`src/source/lsu_consts.svh`:
```
/*
  widths and encodings shared by the load/store unit
  RV32 only, so XLEN and the physical address width are both 32
  size codes are funct3[1:0] of the load or store
*/

`ifndef LSU_CONSTS_SVH
`define LSU_CONSTS_SVH

// datapath and address widths
`define LSU_XLEN 32
`define LSU_PA_BITS 32

// lowest address bit compared for an LR/SC reservation (word granule)
`define LSU_RES_LSB 2

// access size, funct3[1:0]
`define LSU_SIZE_BYTE 2'b00
`define LSU_SIZE_HALF 2'b01
`define LSU_SIZE_WORD 2'b10

`endif
```
`src/source/lsuPkg.sv`:
```
/*
  packed structs passed between the load/store unit blocks
  physical address equals the request address, no translation
*/

`include "lsu_consts.svh"

package lsuPkg;

  // cpu memory request, held by the cpu while stalled
  typedef struct packed {
    logic                    read;
    logic                    write;
    logic [2:0]              funct3;
    // LR when reading, SC when writing
    logic                    reserve;
    logic [`LSU_PA_BITS-1:0] addr;
    logic [`LSU_XLEN-1:0]    wdata;
  } lsuReqT;

  // bus command, strobes held until memAck
  typedef struct packed {
    logic                    read;
    logic                    write;
    // always word aligned
    logic [`LSU_PA_BITS-1:0] addr;
    // store data already on its byte lanes
    logic [`LSU_XLEN-1:0]    wdata;
    logic [3:0]              byteEn;
  } busCmdT;

  // what the read path needs to pick the subword
  typedef struct packed {
    logic [1:0] offset;
    logic [1:0] size;
    logic       zeroExt;
  } loadFmtT;

endpackage

```
`src/source/lsu.sv`:
```
/*
  RV32 load/store unit, memory stage of an in-order core
  no MMU, no PMA/PMP, no AMO, no data cache
  bus strobes are held until a one-cycle memAck
  one request in flight, cpu holds req while dataStall or stallW
*/

`timescale 1ns/1ps

`include "lsu_consts.svh"

module lsu import lsuPkg::*; (
  input  logic                 clk,
  input  logic                 arstN,
  input  lsuReqT               req,
  input  logic                 stallW,
  input  logic                 flushW,
  input  logic                 memAck,
  input  logic [`LSU_XLEN-1:0] hrData,
  output busCmdT               bus,
  output logic                 dataStall,
  output logic                 loadMisaligned,
  output logic                 storeMisaligned,
  output logic                 squashScW,
  output logic [`LSU_XLEN-1:0] readDataW
);

  busCmdT  cmd;
  loadFmtT loadFmt;
  logic    scFail;
  logic    accessDone;
  logic    loadCapture;

  // decode, alignment, store lanes and reservation
  lsuRequestDecode i_lsuRequestDecode (
    .clk             (clk),
    .arstN           (arstN),
    .req             (req),
    .flushW          (flushW),
    .accessDone      (accessDone),
    .cmd             (cmd),
    .scFail          (scFail),
    .loadMisaligned  (loadMisaligned),
    .storeMisaligned (storeMisaligned),
    .loadFmt         (loadFmt)
  );

  // one bus access per request
  lsuBusFsm i_lsuBusFsm (
    .clk         (clk),
    .arstN       (arstN),
    .cmd         (cmd),
    .scFail      (scFail),
    .stallW      (stallW),
    .flushW      (flushW),
    .memAck      (memAck),
    .bus         (bus),
    .dataStall   (dataStall),
    .accessDone  (accessDone),
    .loadCapture (loadCapture),
    .squashScW   (squashScW)
  );

  lsuReadAlign i_lsuReadAlign (
    .clk         (clk),
    .arstN       (arstN),
    .loadFmt     (loadFmt),
    .hrData      (hrData),
    .loadCapture (loadCapture),
    .readDataW   (readDataW)
  );

endmodule

```
`src/source/lsuReadAlign.sv`:
```
/*
  load data alignment and writeback register
  hrData is the whole word at the word-aligned bus address
  readDataW only changes on loadCapture
*/

`timescale 1ns/1ps

`include "lsu_consts.svh"

module lsuReadAlign import lsuPkg::*; (
  input  logic                 clk,
  input  logic                 arstN,
  input  loadFmtT              loadFmt,
  input  logic [`LSU_XLEN-1:0] hrData,
  input  logic                 loadCapture,
  output logic [`LSU_XLEN-1:0] readDataW
);

  logic [7:0]           byteSel;
  logic [15:0]          halfSel;
  logic [`LSU_XLEN-1:0] loadData;

  // pick the lane at the byte offset
  assign byteSel = hrData[8*loadFmt.offset +: 8];
  // halves sit on bit 1 of the offset, bit 0 is known clear
  assign halfSel = hrData[16*loadFmt.offset[1] +: 16];

  always_comb begin
    case (loadFmt.size)
      `LSU_SIZE_BYTE: begin
        loadData = loadFmt.zeroExt ? {{(`LSU_XLEN-8){1'b0}}, byteSel}
                                   : {{(`LSU_XLEN-8){byteSel[7]}}, byteSel};
      end
      `LSU_SIZE_HALF: begin
        loadData = loadFmt.zeroExt ? {{(`LSU_XLEN-16){1'b0}}, halfSel}
                                   : {{(`LSU_XLEN-16){halfSel[15]}}, halfSel};
      end
      default: begin
        loadData = hrData;
      end
    endcase
  end

  // writeback result, loaded at the edge ending the ack cycle
  always_ff @(posedge clk or negedge arstN) begin
    if (!arstN) begin
      readDataW <= '0;
    end else if (loadCapture) begin
      readDataW <= loadData;
    end
  end

endmodule

```
`src/source/lsuBusFsm.sv`:
```
/*
  bus access FSM for the load/store unit
  exactly one bus access per request, never re-issued under stallW
  memAck must only come while a strobe is high
*/

`timescale 1ns/1ps

module lsuBusFsm import lsuPkg::*; (
  input  logic   clk,
  input  logic   arstN,
  input  busCmdT cmd,
  input  logic   scFail,
  input  logic   stallW,
  input  logic   flushW,
  input  logic   memAck,
  output busCmdT bus,
  output logic   dataStall,
  output logic   accessDone,
  output logic   loadCapture,
  output logic   squashScW
);

  typedef enum logic [1:0] {
    Ready,
    Fetch,
    Stalled
  } stateT;

  stateT state;
  stateT nextState;
  logic  wanted;

  // decode already dropped misaligned and failing SC requests
  assign wanted = cmd.read | cmd.write;

  //////////////////////////////
  // state machine
  //////////////////////////////

  always_ff @(posedge clk or negedge arstN) begin
    if (!arstN) begin
      state <= Ready;
    end else begin
      state <= nextState;
    end
  end

  always_comb begin
    nextState = state;
    dataStall = 1'b0;
    case (state)
      Ready: begin
        if (wanted) begin
          nextState = Fetch;
          dataStall = 1'b1;
        end
      end
      Fetch: begin
        // stall drops in the ack cycle so the cpu moves on at that edge
        dataStall = ~memAck;
        if (memAck) begin
          nextState = stallW ? Stalled : Ready;
        end
      end
      Stalled: begin
        // access is done, wait for writeback without touching the bus
        if (!stallW) begin
          nextState = Ready;
        end
      end
      default: begin
        nextState = Ready;
      end
    endcase
  end

  // strobes only while fetching
  always_comb begin
    bus       = cmd;
    bus.read  = cmd.read & (state == Fetch);
    bus.write = cmd.write & (state == Fetch);
  end

  assign accessDone  = memAck & (state == Fetch);
  assign loadCapture = accessDone & bus.read;

  //////////////////////////////
  // SC squash to writeback
  //////////////////////////////

  // in Stalled the held request already finished, so it cannot squash
  always_ff @(posedge clk or negedge arstN) begin
    if (!arstN) begin
      squashScW <= 1'b0;
    end else if (flushW) begin
      squashScW <= 1'b0;
    end else if (!stallW) begin
      squashScW <= scFail & (state != Stalled);
    end
  end

endmodule

```
`src/source/lsuRequestDecode.sv`:
```
/*
  request decode for the load/store unit
  size 3 (doubleword) always counts as misaligned on RV32
  one word reservation for LR/SC; cleared by flushW
  the request must stay stable while dataStall or stallW is high
*/

`timescale 1ns/1ps

`include "lsu_consts.svh"

module lsuRequestDecode import lsuPkg::*; (
  input  logic    clk,
  input  logic    arstN,
  input  lsuReqT  req,
  input  logic    flushW,
  input  logic    accessDone,
  output busCmdT  cmd,
  output logic    scFail,
  output logic    loadMisaligned,
  output logic    storeMisaligned,
  output loadFmtT loadFmt
);

  logic [1:0] size;
  logic       misaligned;
  logic       isLr;
  logic       isSc;
  logic       resMatch;
  logic       storeHit;
  logic       resValid;
  logic [`LSU_PA_BITS-1:`LSU_RES_LSB] resAddr;

  //////////////////////////////
  // size and alignment
  //////////////////////////////

  assign size = req.funct3[1:0];

  always_comb begin
    case (size)
      `LSU_SIZE_BYTE: misaligned = 1'b0;
      `LSU_SIZE_HALF: misaligned = req.addr[0];
      `LSU_SIZE_WORD: misaligned = |req.addr[1:0];
      default:        misaligned = 1'b1;
    endcase
  end

  assign loadMisaligned  = misaligned & req.read;
  assign storeMisaligned = misaligned & req.write;

  //////////////////////////////
  // LR/SC reservation
  //////////////////////////////

  assign isLr     = req.read & req.reserve;
  assign isSc     = req.write & req.reserve;
  // word address compare against the held reservation
  assign resMatch = resValid & (req.addr[`LSU_PA_BITS-1:`LSU_RES_LSB] == resAddr);
  // plain store landing on the reserved word kills it
  assign storeHit = req.write & ~req.reserve & resMatch;
  assign scFail   = isSc & ~resMatch;

  always_ff @(posedge clk or negedge arstN) begin
    if (!arstN) begin
      resValid <= 1'b0;
    end else if (flushW) begin
      resValid <= 1'b0;
    end else if (accessDone) begin
      if (isLr) begin
        resValid <= 1'b1;
      end else if (isSc | storeHit) begin
        resValid <= 1'b0;
      end
    end else if (scFail) begin
      // failed SC never reaches the bus, drop the reservation here
      resValid <= 1'b0;
    end
  end

  // reserved word address, taken when an LR completes
  always_ff @(posedge clk or negedge arstN) begin
    if (!arstN) begin
      resAddr <= '0;
    end else if (accessDone & isLr) begin
      resAddr <= req.addr[`LSU_PA_BITS-1:`LSU_RES_LSB];
    end
  end

  //////////////////////////////
  // bus command and lanes
  //////////////////////////////

  always_comb begin
    cmd.read  = req.read & ~misaligned;
    cmd.write = req.write & ~misaligned & ~scFail;
    cmd.addr  = {req.addr[`LSU_PA_BITS-1:2], 2'b00};
    // replicate the subword, byte enables pick the live lanes
    case (size)
      `LSU_SIZE_BYTE: begin
        cmd.wdata  = {4{req.wdata[7:0]}};
        cmd.byteEn = 4'b0001 << req.addr[1:0];
      end
      `LSU_SIZE_HALF: begin
        cmd.wdata  = {2{req.wdata[15:0]}};
        cmd.byteEn = 4'b0011 << req.addr[1:0];
      end
      `LSU_SIZE_WORD: begin
        cmd.wdata  = req.wdata;
        cmd.byteEn = 4'b1111;
      end
      default: begin
        cmd.wdata  = req.wdata;
        cmd.byteEn = 4'b0000;
      end
    endcase
  end

  // read side format, funct3[2] marks lbu/lhu
  assign loadFmt.offset  = req.addr[1:0];
  assign loadFmt.size    = size;
  assign loadFmt.zeroExt = req.funct3[2];

endmodule

```
`config.mk`:
```
export PLATFORM = sky130hd
export DESIGN_NAME = lsu
export DESIGN_NICKNAME = d
export VERILOG_FILES = /design/src/source/lsuPkg.sv /design/src/source/lsu.sv /design/src/source/lsuReadAlign.sv /design/src/source/lsuBusFsm.sv /design/src/source/lsuRequestDecode.sv
export VERILOG_INCLUDE_DIRS = /design/src /design/src/source
export SDC_FILE = /design/constraint.sdc
export NUM_CORES = 1
export LEC_CHECK = 0
export ABC_AREA = 0
export BUFFER_PORTS_ARGS = -buffer_cell sky130_fd_sc_hd__buf_2
export CAP_MARGIN = 10
export CORE_MARGIN = 4
export CORE_UTILIZATION = 48
export DETAILED_ROUTE_END_ITERATION = 6
export PLACE_DENSITY = 0.77
export SLEW_MARGIN = 20
export SYNTH_ARGS = -nofsm -noshare
export SYNTH_HDL_FRONTEND = slang
export SYNTH_HIERARCHICAL = 1
export SYNTH_SLANG_ARGS = --single-unit
```
`constraint.sdc`:
```
create_clock -name clk -period 2.15 [get_ports clk]
set_input_delay 0.1075 -clock clk [delete_from_list [all_inputs] [get_ports clk]]
set_output_delay 0.1075 -clock clk [all_outputs]
set_load 0.02 [all_outputs]
```
==> results.toml, run 1 <==
[yosys]
post_synth_fa_ha_maj_area_fraction_pct = 0
postSynth.topFlopCell = "sky130_fd_sc_hd__dfrtp_1"
post_synth.cell_area_avg_um2 = 9.38
synth.distinct_cells = 46
async_flop_share_pct = 100
synth_edf_count = 0
fraction_of_the_mapped_netlist_area_in_compound_gates_pct = 10.2
synth.yosys.seq_area_share_pct = 35.0
synthMuxAreaShare_pct = 15.5
ys_seq_elements = 66
combinational_family_with_the_most_area_after_synthesis = "buffers and inverters"
post_synth_and_or_nand_nor_area_fraction_pct = 13.3
syn_area_um2 = 4720
total_of_warnings_raised_by_yosys = 6
synthCells = 503
synth_xor_xnor_area_share_pct = 5.57

[drt]
viasPerCell = 5.24
routed_wire_length_mm = 12.1
drc_errors = 0
num_vias = 3853
drtIter0Drc = 148
detailed_route_wire_length_per_cell_um = 16.4
antenna_violating_nets_post_route = 0
detail_route.first_pass.iterations = 5

[critical_path]
worst_setup_path_start_kind = "register"
worst-path-max-fanout = 2
setup.worst_path.class = "reg2out"
worstPathRequired_ns = 2.04
arrival_ns = 2.32
critical_path.endpoint_type = "primary output"
regToRegSetupSlack_ns = 0.18

[timing]
finClkSkew_ns = 0.00940
hold_violations = 0
postLayoutSetupSlackWorst_ns = -0.279
final_setup_violation_count = 2
final.period_utilization_pct = 113
max_slew.worst_pin.slew_ns = 0.838
timing.fmax_mhz = 412
headroom_to_the_max_slew_limit_pct = 44.2
finalMaxSlewViolations = 0
grt_setup_unrepaired = "yes"
shortest_period_the_worst_path_allows_ns = 2.43

[clock_tree]
cts.root.buffer_cell = "sky130_fd_sc_hd__clkbuf_8"
clock_insertion_delay_at_the_later_pin_of_the_skew_report_ns = 0.33
clk_pin_slew_ns = 0.07
numClockSinks = 66
inserted_clock_buffers = 9
htree_levels = 3
tritoncts = "built"
max-clock-path-buffers = 2

[pwr]
post-layout-total-power_uw = 5450
proportion_of_power_drawn_by_flip_flops_and_latches_pct = 40.7
net-switching-power_uw = 2140
power.clock.fraction_pct = 16.3
netSwitchingFraction_pct = 39.3
power_frac_comb_pct = 43.0
internal-power_uw = 3310
ir_drop_uv = 382
pwrdens_nw_per_um2 = 1020
total_leakage_power_uw = 0.00263

[finish]
antenna-diode-count = 0
area_growth_pct = 13.0
drive_gt1_share_pct = 49.7
nets = 710

[floorplan]
die_width_um = 107
boundaryPins = 213
core_area_um2 = 9420
starting_density_of_the_core_pct = 50.1
dieArea_um2 = 11500
fp.dieH_um = 107
core.rowCount = 35

[global_routing]
all_layer_global_routing_usage_pct = 20.8
grt_max_degree = 67
grt_pass1_wl_mm = 19.0
grt.overflow.total = 0
first_global_vias = 4000
grt_antenna_before_repair = 0

[flow_run]
drv.max_cap_violation_count = 0

[placed_design]
port_buffers = 210
place_congestion = 0.879
placement.setup.worst_slack_ns = 0.0285
detailedPlacementHpwl_mm = 9.21

[outcome]
violations = "setup timing"
status = "finished, violations left"

[worst_hold_path]
worst_hold_path_type = "in2reg"
state kept, by name, summed over array words and instances (netlist names):
signal	flops
i_lsuBusFsm/squashScW	1
i_lsuRequestDecode/resAddr	30
i_lsuBusFsm/state	2
i_lsuReadAlign/readDataW	32
i_lsuRequestDecode/resValid	1
final cells by class:
type,count,area [um^2]
clock buffers,11,141
clock inverters,3,17.5
fillers,870,4080
inverters,3,11.3
multi-input cells,299,2140
flip-flops and latches,66,1650
well taps,129,161
repair buffers,224,1210
per-stage QoR:
stage / TNS, ns / cell area, um^2 / std cells / util (%) / hold slack (ns)
2_1_floorplan: 0 / 4720 / 504 / - / -0.188
3_3_place_gp: 0 / 5090 / 716 / 54.0 / 0.150
3_5_place_dp: 0 / 5090 / 716 / 54.0 / 0.158
4_1_cts: -0.307 / 5310 / 735 / 56.4 / 0.00144
5_1_grt: -0.660 / 5330 / 735 / 56.6 / 0.00852
6_report: -0.380 / 5330 / 735 / 56.6 / 0.0197
worst paths after layout:
| check | start | to | cells past startpoint |
|---|---|---|---|
| max | i_lsuRequestDecode/resAddr[7] | dataStall | 8 |
| min reg2reg | i_lsuReadAlign/readDataW[18] | i_lsuReadAlign/readDataW[18] | 2 |
| min | hrData[4] | i_lsuReadAlign/readDataW[4] | 2 |
| max reg2reg | i_lsuBusFsm/state[0] | i_lsuReadAlign/readDataW[10] | 5 |
| max in group asynchronous | arstN | i_lsuReadAlign/readDataW[19] | 3 |
| min in group asynchronous | arstN | i_lsuReadAlign/readDataW[15] | 3 |
kinds of logic after synthesis:
kind of cell,after synthesis
muxes,66
and+or+nand+nor,127
other,1
AOI/OAI and AO/OA,74
buffers and inverters,139
xor gates and xnor gates,30
DFF,66
critical path: stages (launching register included):
cell	delay (ns)
sky130_fd_sc_hd__dfrtp_1	0.39
sky130_fd_sc_hd__xor2_1	0.18
sky130_fd_sc_hd__nor4_2	0.30
sky130_fd_sc_hd__nand4_1	0.17
sky130_fd_sc_hd__o21a_1	0.26
sky130_fd_sc_hd__nor3b_2	0.22
sky130_fd_sc_hd__nor3_2	0.08
sky130_fd_sc_hd__a211oi_2	0.21
sky130_fd_sc_hd__buf_4	0.18
power groups by stage:
stage                     Clock [uW]  Sequential (uW)  Combinational (uW)
after CTS                        912             2210                2340
after detailed placement           0             2240                2310
final                            886             2220                2340
after floorplan                    0             2530                1310
after global placement             0             2190                2240
after global routing             962             2290                2560
cells in the final DEF (no fill, tap or decap), types with 2 or more instances in the layout:
cell / Yosys / final
sky130_fd_sc_hd__buf_12: 0 / 3
sky130_fd_sc_hd__dfrtp_1: 66 / 66
sky130_fd_sc_hd__mux2_2: 54 / 54
sky130_fd_sc_hd__o21ai_0: 34 / 34
sky130_fd_sc_hd__nand4_1: 2 / 2
sky130_fd_sc_hd__nor2b_1: 10 / 10
sky130_fd_sc_hd__nor3_1: 3 / 2
sky130_fd_sc_hd__nor4_1: 7 / 4
sky130_fd_sc_hd__a21oi_1: 12 / 12
sky130_fd_sc_hd__clkinv_2: 0 / 2
sky130_fd_sc_hd__nand2_1: 68 / 68
sky130_fd_sc_hd__conb_1: 1 / 2
sky130_fd_sc_hd__mux2i_1: 11 / 11
sky130_fd_sc_hd__a221o_1: 7 / 7
sky130_fd_sc_hd__nand3_1: 2 / 2
sky130_fd_sc_hd__dlygate4sd3_1: 0 / 4
sky130_fd_sc_hd__clkbuf_8: 0 / 10
sky130_fd_sc_hd__buf_4: 113 / 8
sky130_fd_sc_hd__nand3b_1: 9 / 9
sky130_fd_sc_hd__and2_1: 4 / 4
sky130_fd_sc_hd__inv_1: 3 / 3
sky130_fd_sc_hd__a32o_1: 7 / 7
sky130_fd_sc_hd__nand2b_1: 4 / 4
sky130_fd_sc_hd__o21a_1: 2 / 2
sky130_fd_sc_hd__nor4_2: 0 / 3
sky130_fd_sc_hd__nor2_1: 9 / 9
sky130_fd_sc_hd__o31ai_1: 2 / 2
sky130_fd_sc_hd__buf_2: 10 / 208
sky130_fd_sc_hd__xor2_1: 30 / 30
cells in the mapped netlist, drive strengths merged (2+ instances only):
cell type	count	area [um^2]
nor2	10	40.0
nor4	7	43.8
clkbuf	10	37.5
nand2b	4	25.0
o21a	2	15.0
nor2b	11	76.3
a221o	7	70.1
nand3	2	10.0
a32o	7	70.1
buf	126	917
a211oi	2	15.0
o21ai	34	170
nor3	3	15.0
xor2	30	263
nand4	2	12.5
inv	3	11.3
a21oi	13	68.8
nand2	69	262
a21boi	2	18.8
o31ai	2	15.0
and2	5	32.5
mux2i	11	110
mux2	55	619
nand3b	9	67.6
dfrtp	66	1650
repair_timing:
item | in CTS | in global routing
hold buffers | 4 | 0
endpoints found under the setup margin | 2 | 2
gates resized for setup | 3 | 5
endpoints found under the hold margin | 69 | 0
pin swaps | 8 | 5
setup buffers | 1 | 0
routing by layer:
layer / routed length, um / up-vias / GRT usage (%)
li1: - / 1810 / -
met1: 4670 / 1835 / 24.3
met2: 6170 / 193 / 37.8
met3: 925 / 15 / 3.55
met4: 282 / 0 / 7.85
met5: 0 / - / 0
Note: power is estimated with default switching activity, not from simulation.
==> inputs of run 2 (changes only) <==
--- a/config.mk
+++ b/config.mk
@@ -12,7 +12,7 @@
 export CORE_MARGIN = 4
 export CORE_UTILIZATION = 48
 export DETAILED_ROUTE_END_ITERATION = 6
-export PLACE_DENSITY = 0.77
+export PLACE_DENSITY = 0.93
 export SLEW_MARGIN = 20
 export SYNTH_ARGS = -nofsm -noshare
 export SYNTH_HDL_FRONTEND = slang
==> run 2 against run 1 <==
The run still ends with setup timing left. Via count up 2.4%. Critical path depth unchanged. Flip-flop and latch count unchanged. Clock power up 8.1%. Non-clock buffer count up 6. Sequential power about the same. Clock-buffer cell count up 1. Power up 2.1%. Critical endpoint unchanged.
==> results.toml, run 2 (synthesis results as in run 1) <==
[outcome]
status = "finished, violations left"
violations = "setup timing"

[drt]
num_vias = 3947
detailed_route_wire_length_per_cell_um = 16.8
met2_wirelength_mm = 6.48
drtIter0Drc = 173
route.top_layer_used = "met4"
viasPerCell = 5.33
wl_met3_mm = 1.10
drc_errors = 0
detail_route.first_pass.iterations = 4
routed_wire_length_mm = 12.5
antenna_violating_nets_post_route = 0
m1WireLength_mm = 4.49

[floorplan]
die_width_um = 107
fp.dieH_um = 107
boundaryPins = 213
starting_density_of_the_core_pct = 50.1
core_area_um2 = 9420
dieArea_um2 = 11500
core.rowCount = 35

[placed_design]
place_congestion = 0.856
port_buffers = 210
detailedPlacementHpwl_mm = 9.67
dp_cells = 721

[timing]
finalMaxSlewViolations = 0
postLayoutSetupSlackWorst_ns = -0.309
final.hold.worst_slack_ns = 0.0193
timing.fmax_mhz = 407
headroom_to_the_max_slew_limit_pct = 55.4
shortest_period_the_worst_path_allows_ns = 2.46
hold_violations = 0
finClkSkew_ns = 0.00634
max_slew.worst_pin.slew_ns = 0.669
grt_setup_unrepaired = "yes"
final.period_utilization_pct = 114
final_setup_violation_count = 2

[worst_hold_path]
worst_min_delay_path_endpoint = "i_lsuReadAlign/readDataW[4]"
worst_hold_path_type = "in2reg"
worstHoldPathCells = 2
hold_path_startpoint = "hrData[4]"

[finish]
antenna-diode-count = 0
area_growth_pct = 14.1
largest_register_ffs = 32
num-fill-cells = 813
nets = 716
drive_gt1_share_pct = 50.3
final_common_cell = "sky130_fd_sc_hd__buf_2"
layout.cells.most_common_list = "sky130_fd_sc_hd__buf_2 (208), sky130_fd_sc_hd__nand2_1 (68), sky130_fd_sc_hd__dfrtp_1 (66), sky130_fd_sc_hd__mux2_2 (54), sky130_fd_sc_hd__o21ai_0 (34)"
reg_top3 = "i_lsuReadAlign/readDataW (32), i_lsuRequestDecode/resAddr (30), i_lsuBusFsm/state (2)"
max_flop_register = "i_lsuReadAlign/readDataW"
layout.cells.non_filler = 741

[critical_path]
cpMaxStageDelayCell = "sky130_fd_sc_hd__dfrtp_1"
crit_path_cell_trace = "xor2_1, nor4_2, nand4_1, o21a_1, nor3b_2, nor3_1, a211oi_2, buf_4"
timing.critical_path.buf_inv = 1
worst_setup_path_start_kind = "register"
setup.worst_path.class = "reg2out"
crit-reg2reg-capture = "i_lsuBusFsm/state[0]"
critical_path.endpoint_type = "primary output"
regToRegSetupSlack_ns = 0.13
crit_path_start = "i_lsuRequestDecode/resAddr[13]"
path_delay_family = "simple AND/OR/NAND/NOR gates"
worst-path-max-fanout = 3
worstPathRequired_ns = 2.04
reg2reg_from = "i_lsuRequestDecode/resAddr[13]"
r2r.worst_path.cells = 7
arrival_ns = 2.35
max_stage_delay_ns = 0.39

[pwr]
pwrdens_nw_per_um2 = 1030
ir_drop_uv = 386
total_leakage_power_uw = 0.00267

[clock_tree]
clk_pin_slew_ns = 0.07
max-clock-path-buffers = 2
clock_insertion_delay_at_the_later_pin_of_the_skew_report_ns = 0.34
htree_levels = 3
cts.root.buffer_cell = "sky130_fd_sc_hd__clkbuf_8"
tritoncts = "built"
inserted_clock_buffers = 9
numClockSinks = 66

[global_routing]
all_layer_global_routing_usage_pct = 21.0
grt.overflow.total = 0
grt_max_degree = 49
first_global_vias = 4113
grt_antenna_before_repair = 0
grt_pass1_wl_mm = 19.3

[flow_run]
drv.max_cap_violation_count = 0
-- run 2: cell types whose count changed in the layout (fill, tap and decap cells not counted), sizes merged --
cell         before  now
clkbuf           11   12
clkinv            2    1
buf             220  227
dlygate4sd3       4    3
-- run 2: power breakdown --
group / leakage (uW) / internal [uW] / switching (uW)
registers: 0.000790 / 1840 / 383
clock network: 0.0000903 / 499 / 459
logic: 0.00179 / 1040 / 1350
total: 0.00267 / 3380 / 2190
-- run 2: through the flow --
step	utilization [%]	instance area, um^2	setup TNS [ns]	power, uW	setup slack [ns]
floorplan	-	4720	0	3840	0.0995
global placement	54.4	5120	0	4430	0.0316
detailed placement	54.4	5120	-0.0261	4580	-0.0261
CTS	56.9	5350	-0.424	5560	-0.299
global route	57.2	5380	-0.839	5920	-0.472
finish	57.2	5380	-0.573	5570	-0.309
-- run 2: what timing repair did --
action / in CTS / in global routing
pin swaps: 6 / 2
setup endpoints to repair: 2 / 3
setup buffers: 1 / 2
endpoints found under the hold margin: 27 / 0
hold buffers: 3 / 0
gates resized for setup: 3 / 4
-- run 2: layout make-up --
type	count	area, um^2	area share [%]
inverters	3	11.3	0.209
clock inverters	2	12.5	0.232
repair buffers	230	1250	23.3
clock buffers	12	165	3.07
well taps	129	161	3.00
multi-input cells	299	2130	39.5
flip-flops and latches	66	1650	30.7
-- run 2: worst max-delay path by stage --
stage          slack (ns)   endpoint  cells after the start
5_1_grt             -0.47  dataStall                      8
2_1_floorplan         0.1  dataStall                      7
3_5_place_dp        -0.03  dataStall                      8
3_3_place_gp         0.03  dataStall                      8
6_report            -0.31  dataStall                      8
4_1_cts             -0.30  dataStall                      8
-- run 2: per-layer routing --
metal	GRT usage, %	up-vias
li1	-	1821
met1	23.2	1869
met2	38.1	221
met3	4.33	36
met4	10.0	0
met5	0	-
